===== config.mk =====
export PLATFORM = sky130hd
export DESIGN_NAME = spi_core
export DESIGN_NICKNAME = d
export VERILOG_FILES = /design/src/spi_pkg.sv /design/src/spi_if.sv /design/src/spi_regs.sv /design/src/spi_bit_mem.sv /design/src/spi_sequencer.sv /design/src/spi_shifter.sv /design/src/spi_core.sv
export SDC_FILE = /design/constraint.sdc
export NUM_CORES = 1
export LEC_CHECK = 0
export BUFFER_PORTS_ARGS = -buffer_cell sky130_fd_sc_hd__buf_2
export CAP_MARGIN = 15
export CORE_MARGIN = 4
export CORE_UTILIZATION = 63
export DETAILED_ROUTE_END_ITERATION = 10
export PLACE_DENSITY = 0.86
export SYNTH_ARGS = -nofsm -noshare
export SYNTH_HDL_FRONTEND = slang
export SYNTH_SLANG_ARGS = --single-unit

===== constraint.sdc =====
create_clock -name SPI_CLK -period 8.31 [get_ports SPI_CLK]
set_input_delay 1.662 -clock SPI_CLK [delete_from_list [all_inputs] [get_ports SPI_CLK]]
set_output_delay 1.662 -clock SPI_CLK [all_outputs]
set_load 0.01 [all_outputs]

===== src/spi_pkg.sv =====
`default_nettype none

package spi_pkg;

    typedef logic [7:0]  addr_t;     // bus address
    typedef logic [7:0]  byte_t;     // bus data
    typedef logic [15:0] bit_cnt_t;  // frame length and bit counter
    typedef logic [31:0] word_t;     // wait length and repeat count
    typedef logic [6:0]  bit_idx_t;  // bit address into a pattern memory

    localparam int    MEM_BYTES = 16;
    localparam int    MEM_BITS  = 8 * MEM_BYTES;
    localparam byte_t VERSION   = 8'd2;

    // register map
    localparam addr_t REG_SOFT_RST    = 8'd0;
    localparam addr_t REG_START       = 8'd1;   // read returns done in bit 0
    localparam addr_t REG_BITS_LO     = 8'd3;   // 3..4
    localparam addr_t REG_WAIT_0      = 8'd5;   // 5..8
    localparam addr_t REG_REPEAT_0    = 8'd9;   // 9..12
    localparam addr_t REG_EXT_EN      = 8'd13;
    localparam addr_t REG_MEM_SIZE_LO = 8'd14;  // 14..15, read only

    localparam addr_t OUT_MEM_BASE = 8'd16;
    localparam addr_t IN_MEM_BASE  = 8'd32;

    localparam bit_cnt_t DEF_BITS   = 16'(MEM_BITS);
    localparam word_t    DEF_REPEAT = 32'd1;

    typedef enum logic [1:0] {
        SEQ_IDLE,
        SEQ_SHIFT,  // frame bits on the wire
        SEQ_WAIT,   // gap of wait_len cycles
        SEQ_GAP     // one cycle with counter at 0
    } seq_state_t;

endpackage

`default_nettype wire


===== src/spi_if.sv =====
`timescale 1ns/10ps
`default_nettype none

interface spi_ctrl_if;
    import spi_pkg::*;

    bit_cnt_t bits;
    word_t    wait_len;
    word_t    repeat_cnt;   // 0 runs until soft reset
    logic     ext_en;
    logic     start;        // one-cycle pulse
    logic     soft_rst;     // one-cycle pulse
    logic     done;         // pulse back to the register bank

    modport regs (output bits, wait_len, repeat_cnt, ext_en, start, soft_rst,
                  input  done);
    modport seq  (input  bits, wait_len, repeat_cnt, ext_en, start, soft_rst,
                  output done);
endinterface

interface spi_frame_if;
    import spi_pkg::*;

    logic     active;   // high while a frame is shifting
    bit_idx_t bit_idx;  // counter minus 1

    modport seq   (output active, bit_idx);
    modport shift (input  active, bit_idx);
endinterface

interface spi_bit_if;
    import spi_pkg::*;

    bit_idx_t rd_idx;
    logic     out_bit;
    logic     wr_en;
    bit_idx_t wr_idx;
    logic     wr_bit;

    modport shift (output rd_idx, wr_en, wr_idx, wr_bit, input out_bit);
    modport mem   (input  rd_idx, wr_en, wr_idx, wr_bit, output out_bit);
endinterface

`default_nettype wire


===== src/spi_regs.sv =====
`timescale 1ns/10ps
`default_nettype none

module spi_regs (
    input  logic           SPI_CLK,
    input  logic           RST,
    input  spi_pkg::addr_t bus_add,
    input  spi_pkg::byte_t bus_data_in,
    input  logic           bus_wr,
    output spi_pkg::byte_t bus_data_out,
    input  spi_pkg::byte_t mem_rd_data,
    spi_ctrl_if.regs       ctrl
);
    import spi_pkg::*;

    byte_t cfg [REG_START + 1 : REG_EXT_EN];  // writable registers 2..13
    addr_t prev_add;
    logic  done_flag;
    logic  wr_soft_rst;
    logic  wr_start;

    assign wr_soft_rst = bus_wr && (bus_add == REG_SOFT_RST);
    assign wr_start    = bus_wr && (bus_add == REG_START);

    always_ff @(posedge SPI_CLK) begin
        if (RST || wr_soft_rst) begin
            for (int i = REG_START + 1; i <= REG_EXT_EN; i++) begin
                cfg[i] <= '0;
            end
            for (int b = 0; b < 2; b++) begin
                cfg[REG_BITS_LO + b] <= DEF_BITS[8*b +: 8];
            end
            for (int b = 0; b < 4; b++) begin
                cfg[REG_REPEAT_0 + b] <= DEF_REPEAT[8*b +: 8];
            end
        end else if (bus_wr && (bus_add > REG_START) && (bus_add <= REG_EXT_EN)) begin
            cfg[bus_add[3:0]] <= bus_data_in;
        end
    end

    always_ff @(posedge SPI_CLK) begin
        if (RST || wr_soft_rst) begin
            done_flag <= 1'b1;                // idle reads as done
        end else if (wr_start) begin
            done_flag <= 1'b0;
        end else if (ctrl.done) begin
            done_flag <= 1'b1;
        end
    end

    // read data appears one cycle after the address
    always_ff @(posedge SPI_CLK) begin
        prev_add <= bus_add;
    end

    always_comb begin
        if (prev_add >= OUT_MEM_BASE) begin
            bus_data_out = mem_rd_data;       // both pattern memories
        end else if (prev_add == REG_SOFT_RST) begin
            bus_data_out = VERSION;
        end else if (prev_add == REG_START) begin
            bus_data_out = {7'b0, done_flag};
        end else if (prev_add == REG_MEM_SIZE_LO) begin
            bus_data_out = MEM_BYTES[7:0];
        end else if (prev_add == REG_MEM_SIZE_LO + 1) begin
            bus_data_out = MEM_BYTES[15:8];
        end else begin
            bus_data_out = cfg[prev_add[3:0]];
        end
    end

    assign ctrl.bits       = {cfg[REG_BITS_LO + 1], cfg[REG_BITS_LO]};
    assign ctrl.wait_len   = {cfg[REG_WAIT_0 + 3], cfg[REG_WAIT_0 + 2],
                              cfg[REG_WAIT_0 + 1], cfg[REG_WAIT_0]};
    assign ctrl.repeat_cnt = {cfg[REG_REPEAT_0 + 3], cfg[REG_REPEAT_0 + 2],
                              cfg[REG_REPEAT_0 + 1], cfg[REG_REPEAT_0]};
    assign ctrl.ext_en     = cfg[REG_EXT_EN][0];
    assign ctrl.start      = wr_start;
    assign ctrl.soft_rst   = wr_soft_rst;

endmodule

`default_nettype wire


===== src/spi_bit_mem.sv =====
`timescale 1ns/10ps
`default_nettype none

module spi_bit_mem (
    input  logic           SPI_CLK,
    input  spi_pkg::addr_t bus_add,
    input  spi_pkg::byte_t bus_data_in,
    input  logic           bus_wr,
    output spi_pkg::byte_t rd_data,
    spi_bit_if.mem         bits
);
    import spi_pkg::*;

    logic [MEM_BITS-1:0] out_mem;  // pattern, bit 0 goes out first
    logic [MEM_BITS-1:0] in_mem;   // captured sdo bits
    logic                out_win;
    logic                in_win;
    bit_idx_t            out_base;
    bit_idx_t            in_base;
    byte_t               rd_next;

    assign out_win = (bus_add >= OUT_MEM_BASE) && (bus_add < OUT_MEM_BASE + MEM_BYTES);
    assign in_win  = (bus_add >= IN_MEM_BASE) && (bus_add < IN_MEM_BASE + MEM_BYTES);

    // first bit address of the addressed byte
    assign out_base = bit_idx_t'({bus_add - OUT_MEM_BASE, 3'b000});
    assign in_base  = bit_idx_t'({bus_add - IN_MEM_BASE, 3'b000});

    always_ff @(posedge SPI_CLK) begin
        if (bus_wr && out_win) begin
            for (int i = 0; i < 8; i++) begin
                out_mem[out_base + bit_idx_t'(i)] <= bus_data_in[7 - i];  // msb first
            end
        end
    end

    always_ff @(posedge SPI_CLK) begin
        if (bits.wr_en) begin
            in_mem[bits.wr_idx] <= bits.wr_bit;
        end
    end

    always_comb begin
        rd_next = '0;
        for (int i = 0; i < 8; i++) begin
            if (out_win) begin
                rd_next[7 - i] = out_mem[out_base + bit_idx_t'(i)];
            end else if (in_win) begin
                rd_next[7 - i] = in_mem[in_base + bit_idx_t'(i)];
            end
        end
    end

    always_ff @(posedge SPI_CLK) begin
        rd_data <= rd_next;
    end

    assign bits.out_bit = out_mem[bits.rd_idx];  // combinational bit read

endmodule

`default_nettype wire


===== src/spi_sequencer.sv =====
`timescale 1ns/10ps
`default_nettype none

module spi_sequencer (
    input  logic      SPI_CLK,
    input  logic      RST,
    input  logic      ext_start,
    spi_ctrl_if.seq   ctrl,
    spi_frame_if.seq  frame
);
    import spi_pkg::*;

    seq_state_t state;
    bit_cnt_t   bit_cnt;
    word_t      wait_cnt;
    word_t      rep_cnt;       // number of the running frame
    logic [2:0] ext_ff;
    logic       ext_rise;
    logic       go;
    logic       last_bit;
    logic       wait_over;
    logic       final_frame;

    // ext_start is asynchronous to SPI_CLK
    always_ff @(posedge SPI_CLK) begin
        if (RST) begin
            ext_ff <= '0;
        end else begin
            ext_ff <= {ext_ff[1:0], ext_start};
        end
    end

    assign ext_rise    = ext_ff[1] & ~ext_ff[2];
    assign go          = ctrl.start | (ext_rise & ctrl.ext_en);
    assign last_bit    = bit_cnt >= ctrl.bits;
    assign wait_over   = wait_cnt >= ctrl.wait_len;
    assign final_frame = (ctrl.repeat_cnt != '0) && (rep_cnt >= ctrl.repeat_cnt);

    always_ff @(posedge SPI_CLK) begin
        if (RST || ctrl.soft_rst) begin
            state    <= SEQ_IDLE;
            bit_cnt  <= '0;
            wait_cnt <= '0;
            rep_cnt  <= '0;
        end else if (go) begin                // also restarts a running sequence
            state    <= SEQ_SHIFT;
            bit_cnt  <= 16'd1;
            wait_cnt <= '0;
            rep_cnt  <= 32'd1;
        end else begin
            case (state)
                SEQ_SHIFT: begin
                    if (!last_bit) begin
                        bit_cnt <= bit_cnt + 1'b1;
                    end else if (ctrl.wait_len == '0) begin
                        state   <= SEQ_GAP;
                        bit_cnt <= '0;
                    end else begin
                        state    <= SEQ_WAIT;
                        bit_cnt  <= bit_cnt + 1'b1;
                        wait_cnt <= 32'd1;
                    end
                end
                SEQ_WAIT: begin
                    if (wait_over) begin
                        state   <= SEQ_GAP;
                        bit_cnt <= '0;
                    end else begin
                        bit_cnt  <= bit_cnt + 1'b1;
                        wait_cnt <= wait_cnt + 1'b1;
                    end
                end
                SEQ_GAP: begin
                    if (final_frame) begin
                        state <= SEQ_IDLE;
                    end else begin
                        state   <= SEQ_SHIFT;     // next repeat
                        bit_cnt <= 16'd1;
                        rep_cnt <= rep_cnt + 1'b1;
                    end
                end
                default: state <= SEQ_IDLE;
            endcase
        end
    end

    assign frame.active  = (state == SEQ_SHIFT) && (bit_cnt <= ctrl.bits);
    assign frame.bit_idx = bit_idx_t'(bit_cnt - 1'b1);  // wraps at MEM_BITS
    assign ctrl.done     = (state == SEQ_GAP) && final_frame;

endmodule

`default_nettype wire


===== src/spi_shifter.sv =====
`timescale 1ns/10ps
`default_nettype none

module spi_shifter (
    input  logic       SPI_CLK,
    input  logic       RST,
    spi_frame_if.shift frame,
    spi_bit_if.shift   bits,
    input  logic       sdo,
    output logic       sdi,
    output logic       sclk,
    output logic       sen,
    output logic       sld
);
    import spi_pkg::*;

    bit_idx_t   launch_idx;  // index of the bit now on sdi
    logic [1:0] sen_hist;

    assign bits.rd_idx = frame.bit_idx;

    // launch on the falling edge, half a cycle ahead of sclk rising
    always_ff @(negedge SPI_CLK) begin
        if (RST) begin
            sen <= 1'b0;
            sdi <= 1'b0;
        end else begin
            sen <= frame.active;
            sdi <= bits.out_bit & frame.active;
        end
    end

    always_ff @(negedge SPI_CLK) begin
        launch_idx <= frame.bit_idx;
    end

    assign sclk = SPI_CLK & sen;  // sen only moves while SPI_CLK is low

    // sdo lands in the same bit index as the sdi it answers
    assign bits.wr_en  = sen;
    assign bits.wr_idx = launch_idx;
    assign bits.wr_bit = sdo;

    always_ff @(posedge SPI_CLK) begin
        if (RST) begin
            sen_hist <= '0;
            sld      <= 1'b0;
        end else begin
            sen_hist <= {sen_hist[0], sen};
            sld      <= sen_hist[1] & ~sen_hist[0];  // load after the frame ends
        end
    end

endmodule

`default_nettype wire


===== src/spi_core.sv =====
`timescale 1ns/10ps
`default_nettype none

module spi_core (
    input  logic           SPI_CLK,
    input  logic           RST,
    input  spi_pkg::addr_t bus_add,
    input  spi_pkg::byte_t bus_data_in,
    input  logic           bus_wr,
    input  logic           bus_rd,        // read strobe, reads need none
    output spi_pkg::byte_t bus_data_out,
    input  logic           ext_start,
    input  logic           sdo,
    output logic           sdi,
    output logic           sclk,
    output logic           sen,
    output logic           sld
);
    import spi_pkg::*;

    byte_t mem_rd_data;

    spi_ctrl_if  ctrl_if ();
    spi_frame_if frame_if ();
    spi_bit_if   bit_if ();

    spi_regs i_spi_regs (
        .SPI_CLK      (SPI_CLK),
        .RST          (RST),
        .bus_add      (bus_add),
        .bus_data_in  (bus_data_in),
        .bus_wr       (bus_wr),
        .bus_data_out (bus_data_out),
        .mem_rd_data  (mem_rd_data),
        .ctrl         (ctrl_if.regs)
    );

    spi_bit_mem i_spi_bit_mem (
        .SPI_CLK     (SPI_CLK),
        .bus_add     (bus_add),
        .bus_data_in (bus_data_in),
        .bus_wr      (bus_wr),
        .rd_data     (mem_rd_data),
        .bits        (bit_if.mem)
    );

    spi_sequencer i_spi_sequencer (
        .SPI_CLK   (SPI_CLK),
        .RST       (RST),
        .ext_start (ext_start),
        .ctrl      (ctrl_if.seq),
        .frame     (frame_if.seq)
    );

    spi_shifter i_spi_shifter (
        .SPI_CLK (SPI_CLK),
        .RST     (RST),
        .frame   (frame_if.shift),
        .bits    (bit_if.shift),
        .sdo     (sdo),
        .sdi     (sdi),
        .sclk    (sclk),
        .sen     (sen),
        .sld     (sld)
    );

endmodule

`default_nettype wire


=== Word-level counts from Yosys, hierarchy flattened ===
Memory sizes are Yosys's and may differ from the RTL's. A register that Yosys moved wholly into a read port is not among the register bits.
Index checks and enable logic that the tools add are counted.

* Add/sub/neg operators: 20
* $lt $le $gt $ge: 38
* Equal/unequal tests: 16
* Muxes and demuxes: 117
* Bitwise logic cells: 15
* Reductions and logical operators: 38

{| class="wikitable"
|+ Operators by type and width
! cell !! number
|-
| $bwmux W128 || 9
|-
| $lt A7 B8 Y1 const B || 18
|-
| $bmux W1 S7 || 15
|-
| $mux W32 || 3
|-
| $mux W8 || 12
|-
| $add A32 B1 Y32 const B || 2
|-
| $ge A32 B32 Y1 || 2
|-
| $mux W16 || 4
|-
| $pmux W32 S2 || 1
|-
| $ge A7 B1 Y1 const B || 9
|-
| $mux W1 || 57
|-
| $add A7 B3 Y7 const B || 8
|-
| $demux W1 S7 || 8
|-
| $pmux W16 S3 || 1
|-
| $logic_not A32 Y1 || 1
|-
| $reduce_bool A32 Y1 || 1
|-
| $add A7 B2 Y7 const B || 4
|-
| $logic_and A1 B1 Y1 || 19
|-
| $add A16 B1 Y16 const B || 1
|-
| $eq A8 B1 Y1 const B || 2
|-
| $eq A8 B4 Y1 const B || 2
|-
| $ge A16 B16 Y1 || 1
|-
| $ge A8 B5 Y1 const B || 2
|-
| $le A16 B16 Y1 || 1
|-
| other kinds (30) || 61
|}

* Register bits after elaboration: 370
* Bits in writable memories: 96
* Bits of input ports: 22
* Memories kept: 1

{| class="wikitable"
|+ Memories
! memory !! words !! bits a word !! rd ports !! clocked after memory_dff !! wr ports !! line !! RTL
|-
| i_spi_regs.cfg || 12 || 8 || 12 || 1 || 12 || spi_regs.sv:16 || <nowiki>byte_t cfg [REG_START + 1 : REG_EXT_EN];</nowiki>
|}

=== Depth between registers and ports, before layout ===
Gate-level depths: netlist of run 1.

* Word-level depth: 13
* Gate-level depth with buffers: 13
* Depth with buffers taken out: 9

=== By module ===
A second synthesis of run 1 with hierarchy kept.

* Cells, all modules: 2,002
* Area, all modules: 25,009.0 µm²

{| class="wikitable"
|+ Modules (own cells, without submodules)
! module !! instances !! cells each !! area an instance (µm²) !! sequential area each (µm²)
|-
| spi_bit_mem || 1 || 723 || 12,032.8 || 7,847.5
|-
| spi_sequencer || 1 || 855 || 6,655.1 || 1,701.6
|-
| spi_regs || 1 || 396 || 5,959.5 || 3,873.7
|-
| spi_shifter || 1 || 28 || 361.6 || 240.2
|}

==> out/results.ini, run 1 <==
[die]
core_area_sq_um = 38600
die_y_um = 206
io_pins = 34
die_x_um = 206
num_rows = 72
dieArea_sq_um = 42400
start_util = 0.638

[sta]
tns_ns = 0
hold_violations = 0
rsz0062_at_grt = no
setup_viol = 0
worst_pin_slew_ns = 1.20
slew_headroom = 0.190
finClkSkew_ns = 0.0824
maxSlewViolCount = 0
setup_ws_ns = 0.952

[synth]
synth_seq_cells = 495
synth_top_cell_area_share = 0.464
ys_seq_area_frac = 0.557
syn_inst = 1946
synth_most_common_cell = edfxtp_1
yosys-top-cells-area = edfxtp_1 (46%), mux4_2 (14%), dfxtp_1 (9.3%)
synthArstFlopShare = 0
syn_area_per_cell_sq_um = 12.7
synth_area_leader_cell = edfxtp_1
synthTopCellsByCount = edfxtp_1 (381), nor2_1 (240), mux4_2 (158)
yosys_warnings = 0
yosys_most_used_dff = edfxtp_1
synth_cell_types = 75
synth_edf_count = 381
syn_area_sq_um = 24600

[global_routing]
grt_max_degree = 129
grt_pass1_wl_mm = 100
grt-ovfl-total = 0
grt_pass1_vias = 17400
antenna_found_initial = 0
grt_usage = 0.310

[detailed_routing]
vias_per_cell = 6.86
first_iter_violations = 2563
post-route-drc-count = 0
wl_mm = 64.5
ant_nets = 0
wl_per_cell_um = 25.4
vias = 17500
dr.pass1.iters = 6

[pwr]
total_power_mw = 5.63
power_density_nw_per_um2 = 207
peakVddDrop_mv = 0.303
p_leak_nw = 9.20

[place]
gp_congestion = 0.948
dpl.hpwl_mm = 41.3
port_buffers = 32
pre_cts_ws_ns = 1.27
placed_cells = 2437

[worst_setup_path]
arrival_ns = 5.70
crit_fanout = 10
end_kind = output pin
startpoint_type = register
path_class = reg -> out
critPathRequiredTime_ns = 6.65

[run_status]
outcome = finished clean

[final_layout]
syn_to_final_growth_pct = 10.3
drive_gt1_frac = 0.154
diodes = 0
fin_nets = 2096
finalNonFillerCells = 2545

[clock_network]
cts_hold_buf = 0
post_cts_resized = 0
clk_pin_slew_ns = 0.06
clk_latency_ns = 0.78
cts_tree = yes
cts_setup_buffers = 0

[flow_run]
max_cap_violations = 0

[worst_hold_path]
hp-class = reg -> reg

-- registers in the layout (all words and copies together) (netlist names) --
register                   cells
i_spi_shifter.sld              1
i_spi_sequencer.wait_cnt      32
i_spi_shifter.sen_hist         2
i_spi_bit_mem.out_mem        128
i_spi_bit_mem.rd_data          8
i_spi_sequencer.bit_cnt       16
i_spi_bit_mem.in_mem         128
i_spi_sequencer.state          2
i_spi_shifter.bits.wr_en       1
i_spi_regs.cfg               125
i_spi_shifter.sdi              1
i_spi_sequencer.rep_cnt       32
i_spi_shifter.bits.wr_idx      7
i_spi_regs.prev_add            8
i_spi_sequencer.ext_ff         3
i_spi_regs.done_flag           1
-- kinds of logic (layout without fill, tap and decap cells) --
| logic type | count (synthesis) | in the layout | share of synthesized area |
|---|---|---|---|
| buffers and inverters | 213 | 266 | 0.0337 |
| AND/OR/NAND/NOR | 717 | 717 | 0.145 |
| AO/OA/AOI/OAI | 252 | 252 | 0.0668 |
| multiplexers | 168 | 168 | 0.148 |
| adder cells (fa/ha/maj) | 88 | 88 | 0.0447 |
| flip-flops | 495 | 495 | 0.557 |
| XOR/XNOR | 12 | 12 | 0.00487 |
| other | 1 | 29 | 0.000152 |
-- per-layer routing --
layer,GRT usage,part of all wire
met5,0,0
met4,0.154,0.061
met3,0.0577,0.11
met2,0.520,0.49
met1,0.392,0.34
-- power by group --
part,internal [mW],total [mW],switching [mW]
clock network,1.47,2.48,1.01
logic,0.153,0.396,0.242
registers,2.71,2.75,0.0400
total,4.34,5.63,1.29
-- layout by cell type, fill, tap and decap left out, types with 10 or more instances in the layout --
cell / synthesis / final
mux4_2: 158 / 158
clkbuf_16: 0 / 58
dfxtp_1: 114 / 112
o211ai_1: 10 / 10
nand4_1: 38 / 38
nor3_1: 35 / 35
buf_2: 21 / 34
and3_1: 10 / 10
nor4_1: 24 / 24
ha_1: 88 / 88
nand3_1: 54 / 54
nand2_1: 117 / 116
or4_1: 16 / 16
inv_1: 108 / 116
clkbuf_1: 70 / 11
nor2b_1: 20 / 20
o21ai_0: 53 / 53
buf_4: 1 / 19
or3_1: 26 / 26
nand2b_1: 16 / 16
o31ai_1: 24 / 24
a32o_1: 18 / 18
a21oi_1: 83 / 83
and2_1: 88 / 88
conb_1: 1 / 29
edfxtp_1: 381 / 381
nor2_1: 240 / 240
-- metrics by stage --
step,util,hold WS [ns],cell area (sq um)
floorplan,-,0.388,24800
global placement,0.654,0.398,25300
detailed placement,0.654,0.407,25300
CTS,0.703,0.419,27200
global route,0.703,0.434,27200
finish,0.703,0.414,27200
-- worst max-delay path, cell delays in order (launching register included) --
cell and delay (ns):
dfxtp_1 0.31, buf_4 0.18, and2_1 0.14, buf_2 0.13
-- area by class of cell --
type	instances	area (sq um)
clock inverter	31	332
timing repair buffer	53	315
inverter	108	405
sequential	495	13700
multi-input combinational	1266	10200
clock buffer	74	1550
tap	518	648
fill	2393	11500
-- final timing paths --
check	end	depth (start not counted)	start	slack, ns
max	sclk	3	i_spi_shifter.bits.wr_en	0.95
min	i_spi_shifter.sld	1	i_spi_shifter.sen_hist[0]	0.41
max reg2reg	i_spi_shifter.sdi	8	i_spi_sequencer.bit_cnt[0]	1.18
min reg2reg	i_spi_shifter.sld	1	i_spi_shifter.sen_hist[0]	0.41
Power figures use the tool's default switching activity.
==> run 2, diff against run 1 <==
--- a/config.mk
+++ b/config.mk
@@ -10,6 +10,7 @@
 export CORE_MARGIN = 4
 export CORE_UTILIZATION = 63
 export DETAILED_ROUTE_END_ITERATION = 10
+export GPL_TIMING_DRIVEN = 0
 export PLACE_DENSITY = 0.86
 export SYNTH_ARGS = -nofsm -noshare
 export SYNTH_HDL_FRONTEND = slang
==> run 2 against run 1 <==
Effect of this change: clock skew up 0.019 ns; sequential power hardly changed; hold slack got worse by 0.0030 ns; non-clock buffer count increased by 91; utilization is 0.83 points higher; via count grew 4.4%; setup slack worse by 0.84 ns; first-iteration DRC count rose by 10%; total power rose by 1.2%; largest cell class unchanged.
==> out/results.ini, run 2 (synthesized netlist as in run 1, its figures left out) <==
[die]
num_rows = 72  ; unchanged
start_util = 0.638  ; unchanged
dieArea_sq_um = 42400  ; unchanged
die_y_um = 206  ; unchanged
core_area_sq_um = 38600  ; unchanged
io_pins = 34  ; unchanged
die_x_um = 206  ; unchanged

[final_layout]
drive_gt1_frac = 0.154  ; about the same
final_cell_mix = edfxtp_1 (381), nor2_1 (240), mux4_2 (158)
syn_to_final_growth_pct = 11.6
fin_nets = 2187  ; +4.3%
top_regs = i_spi_bit_mem.in_mem (128), i_spi_bit_mem.out_mem (128), i_spi_regs.cfg (125)
diodes = 0  ; unchanged
finalNonFillerCells = 2636  ; +3.6%
layout_commonest_cell = edfxtp_1

[detailed_routing]
first_iter_violations = 2820  ; +10%
vias_per_cell = 6.91  ; +0.76%
wl_mm = 69.1  ; +7.1%
dr.pass1.iters = 6  ; unchanged
vias = 18200  ; +4.4%
ant_nets = 0  ; unchanged
post-route-drc-count = 0  ; unchanged
wl_per_cell_um = 26.2  ; +3.4%

[sta]
hold_violations = 0  ; unchanged
maxSlewViolCount = 0  ; unchanged
finClkSkew_ns = 0.101  ; +0.0189 ns
slew_headroom = 0.241  ; +0.0505
tns_ns = 0  ; unchanged
setup_viol = 0  ; unchanged
worst_pin_slew_ns = 1.14  ; -0.0631 ns

[clock_network]
cts_setup_buffers = 0  ; unchanged
clk_pin_slew_ns = 0.06  ; about the same
cts_tree = yes
clk_latency_ns = 0.81  ; +0.03 ns

[global_routing]
grt_max_degree = 129  ; unchanged
grt_pass1_wl_mm = 106  ; +5.3%
grt_usage = 0.330  ; +0.0198
grt-ovfl-total = 0  ; unchanged
antenna_found_initial = 0  ; unchanged
grt_pass1_vias = 18000  ; +3.5%

[place]
gp_congestion = 0.955  ; +0.74%
dpl.hpwl_mm = 46.8  ; +13%
placed_cells = 2525  ; +3.6%
port_buffers = 32  ; unchanged

[flow_run]
max_cap_violations = 0  ; unchanged

[pwr]
p_leak_nw = 9.33  ; +1.4%
power_density_nw_per_um2 = 207  ; about the same
peakVddDrop_mv = 0.287  ; -5.3%

[worst_setup_path]
crit_fanout = 10  ; unchanged
critPathRequiredTime_ns = 4.80  ; -1.85 ns
path_class = reg -> reg
startpoint_type = register
end_kind = register
arrival_ns = 4.69  ; -1.01 ns

[worst_hold_path]
hp-class = reg -> reg

[run_status]
outcome = finished clean

==> run 2: through the flow <==
step	area [sq um]	worst slack, ns	total power, mW	hold WS (ns)	util
final	27500	0.109	5.69	0.411	0.712
after CTS	27500	0.141	5.68	0.414	0.710
after global placement	25600	-0.0623	3.18	0.397	0.661
after detailed placement	25600	-0.243	3.20	0.404	0.662
after floorplan	24800	1.04	3.05	0.388	-
after global routing	27500	-0.0106	5.83	0.437	0.712
==> run 2: report_power, final <==
| group | total [mW] | internal (mW) | leakage, nW | switching [mW] |
|---|---|---|---|---|
| combinational | 0.423 | 0.160 | 3.99 | 0.263 |
| clock | 2.53 | 1.50 | 0.954 | 1.03 |
| sequential | 2.74 | 2.71 | 4.39 | 0.0370 |
==> run 2: cell type report <==
class                           count  area, sq um
Timing Repair Buffer               41          215
Sequential cell                   495        13700
Tap cell                          518          648
Clock buffer                       60         1380
Inverter                          108          405
Fill cell                        2332        11100
Multi-Input combinational cell   1266        10200
Buffer                            103          424
Clock inverter                     45          502
==> run 2: timing repair <==
item                       4_1_cts  5_1_grt
setup endpoints to repair        1        1
gates resized for setup          3        1
hold buffers                     0        0
cloned                           0        0
pin swaps                        0        0
==> run 2: path summary, 6_finish.rpt <==
| kind | from | to | slack (ns) | cells after the start |
|---|---|---|---|---|
| hold / removal | i_spi_shifter.sen_hist[0] | i_spi_shifter.sld | 0.41 | 1 |
| setup / recovery | i_spi_sequencer.bit_cnt[0] | i_spi_shifter.sdi | 0.11 | 11 |
| setup reg to reg | i_spi_sequencer.bit_cnt[0] | i_spi_shifter.sdi | 0.11 | 11 |
| hold reg to reg | i_spi_shifter.sen_hist[0] | i_spi_shifter.sld | 0.41 | 1 |
==> run 2: critical path, stage by stage (launching register included) <==
cell	delay, ns
dfxtp_1	0.37
buf_2	0.42
clkbuf_4	0.43
inv_1	0.15
ha_1	0.65
clkbuf_2	0.47
mux4_2	0.37
mux4_2	0.52
mux2i_1	0.20
mux2i_1	0.14
mux2i_1	0.18
nor2b_1	0.06
==> run 2: routing by layer <==
| metal | up-vias | routed length [um] | global-route usage | share of wire |
|---|---|---|---|---|
| met1 | 8781 | 23000 | 0.412 | 0.33 |
| met2 | 1493 | 33400 | 0.539 | 0.48 |
| li1 | 7639 | - | - | - |
| met5 | - | 0 | 0 | 0 |
| met3 | 313 | 8260 | 0.0823 | 0.12 |
| met4 | 0 | 4430 | 0.171 | 0.064 |
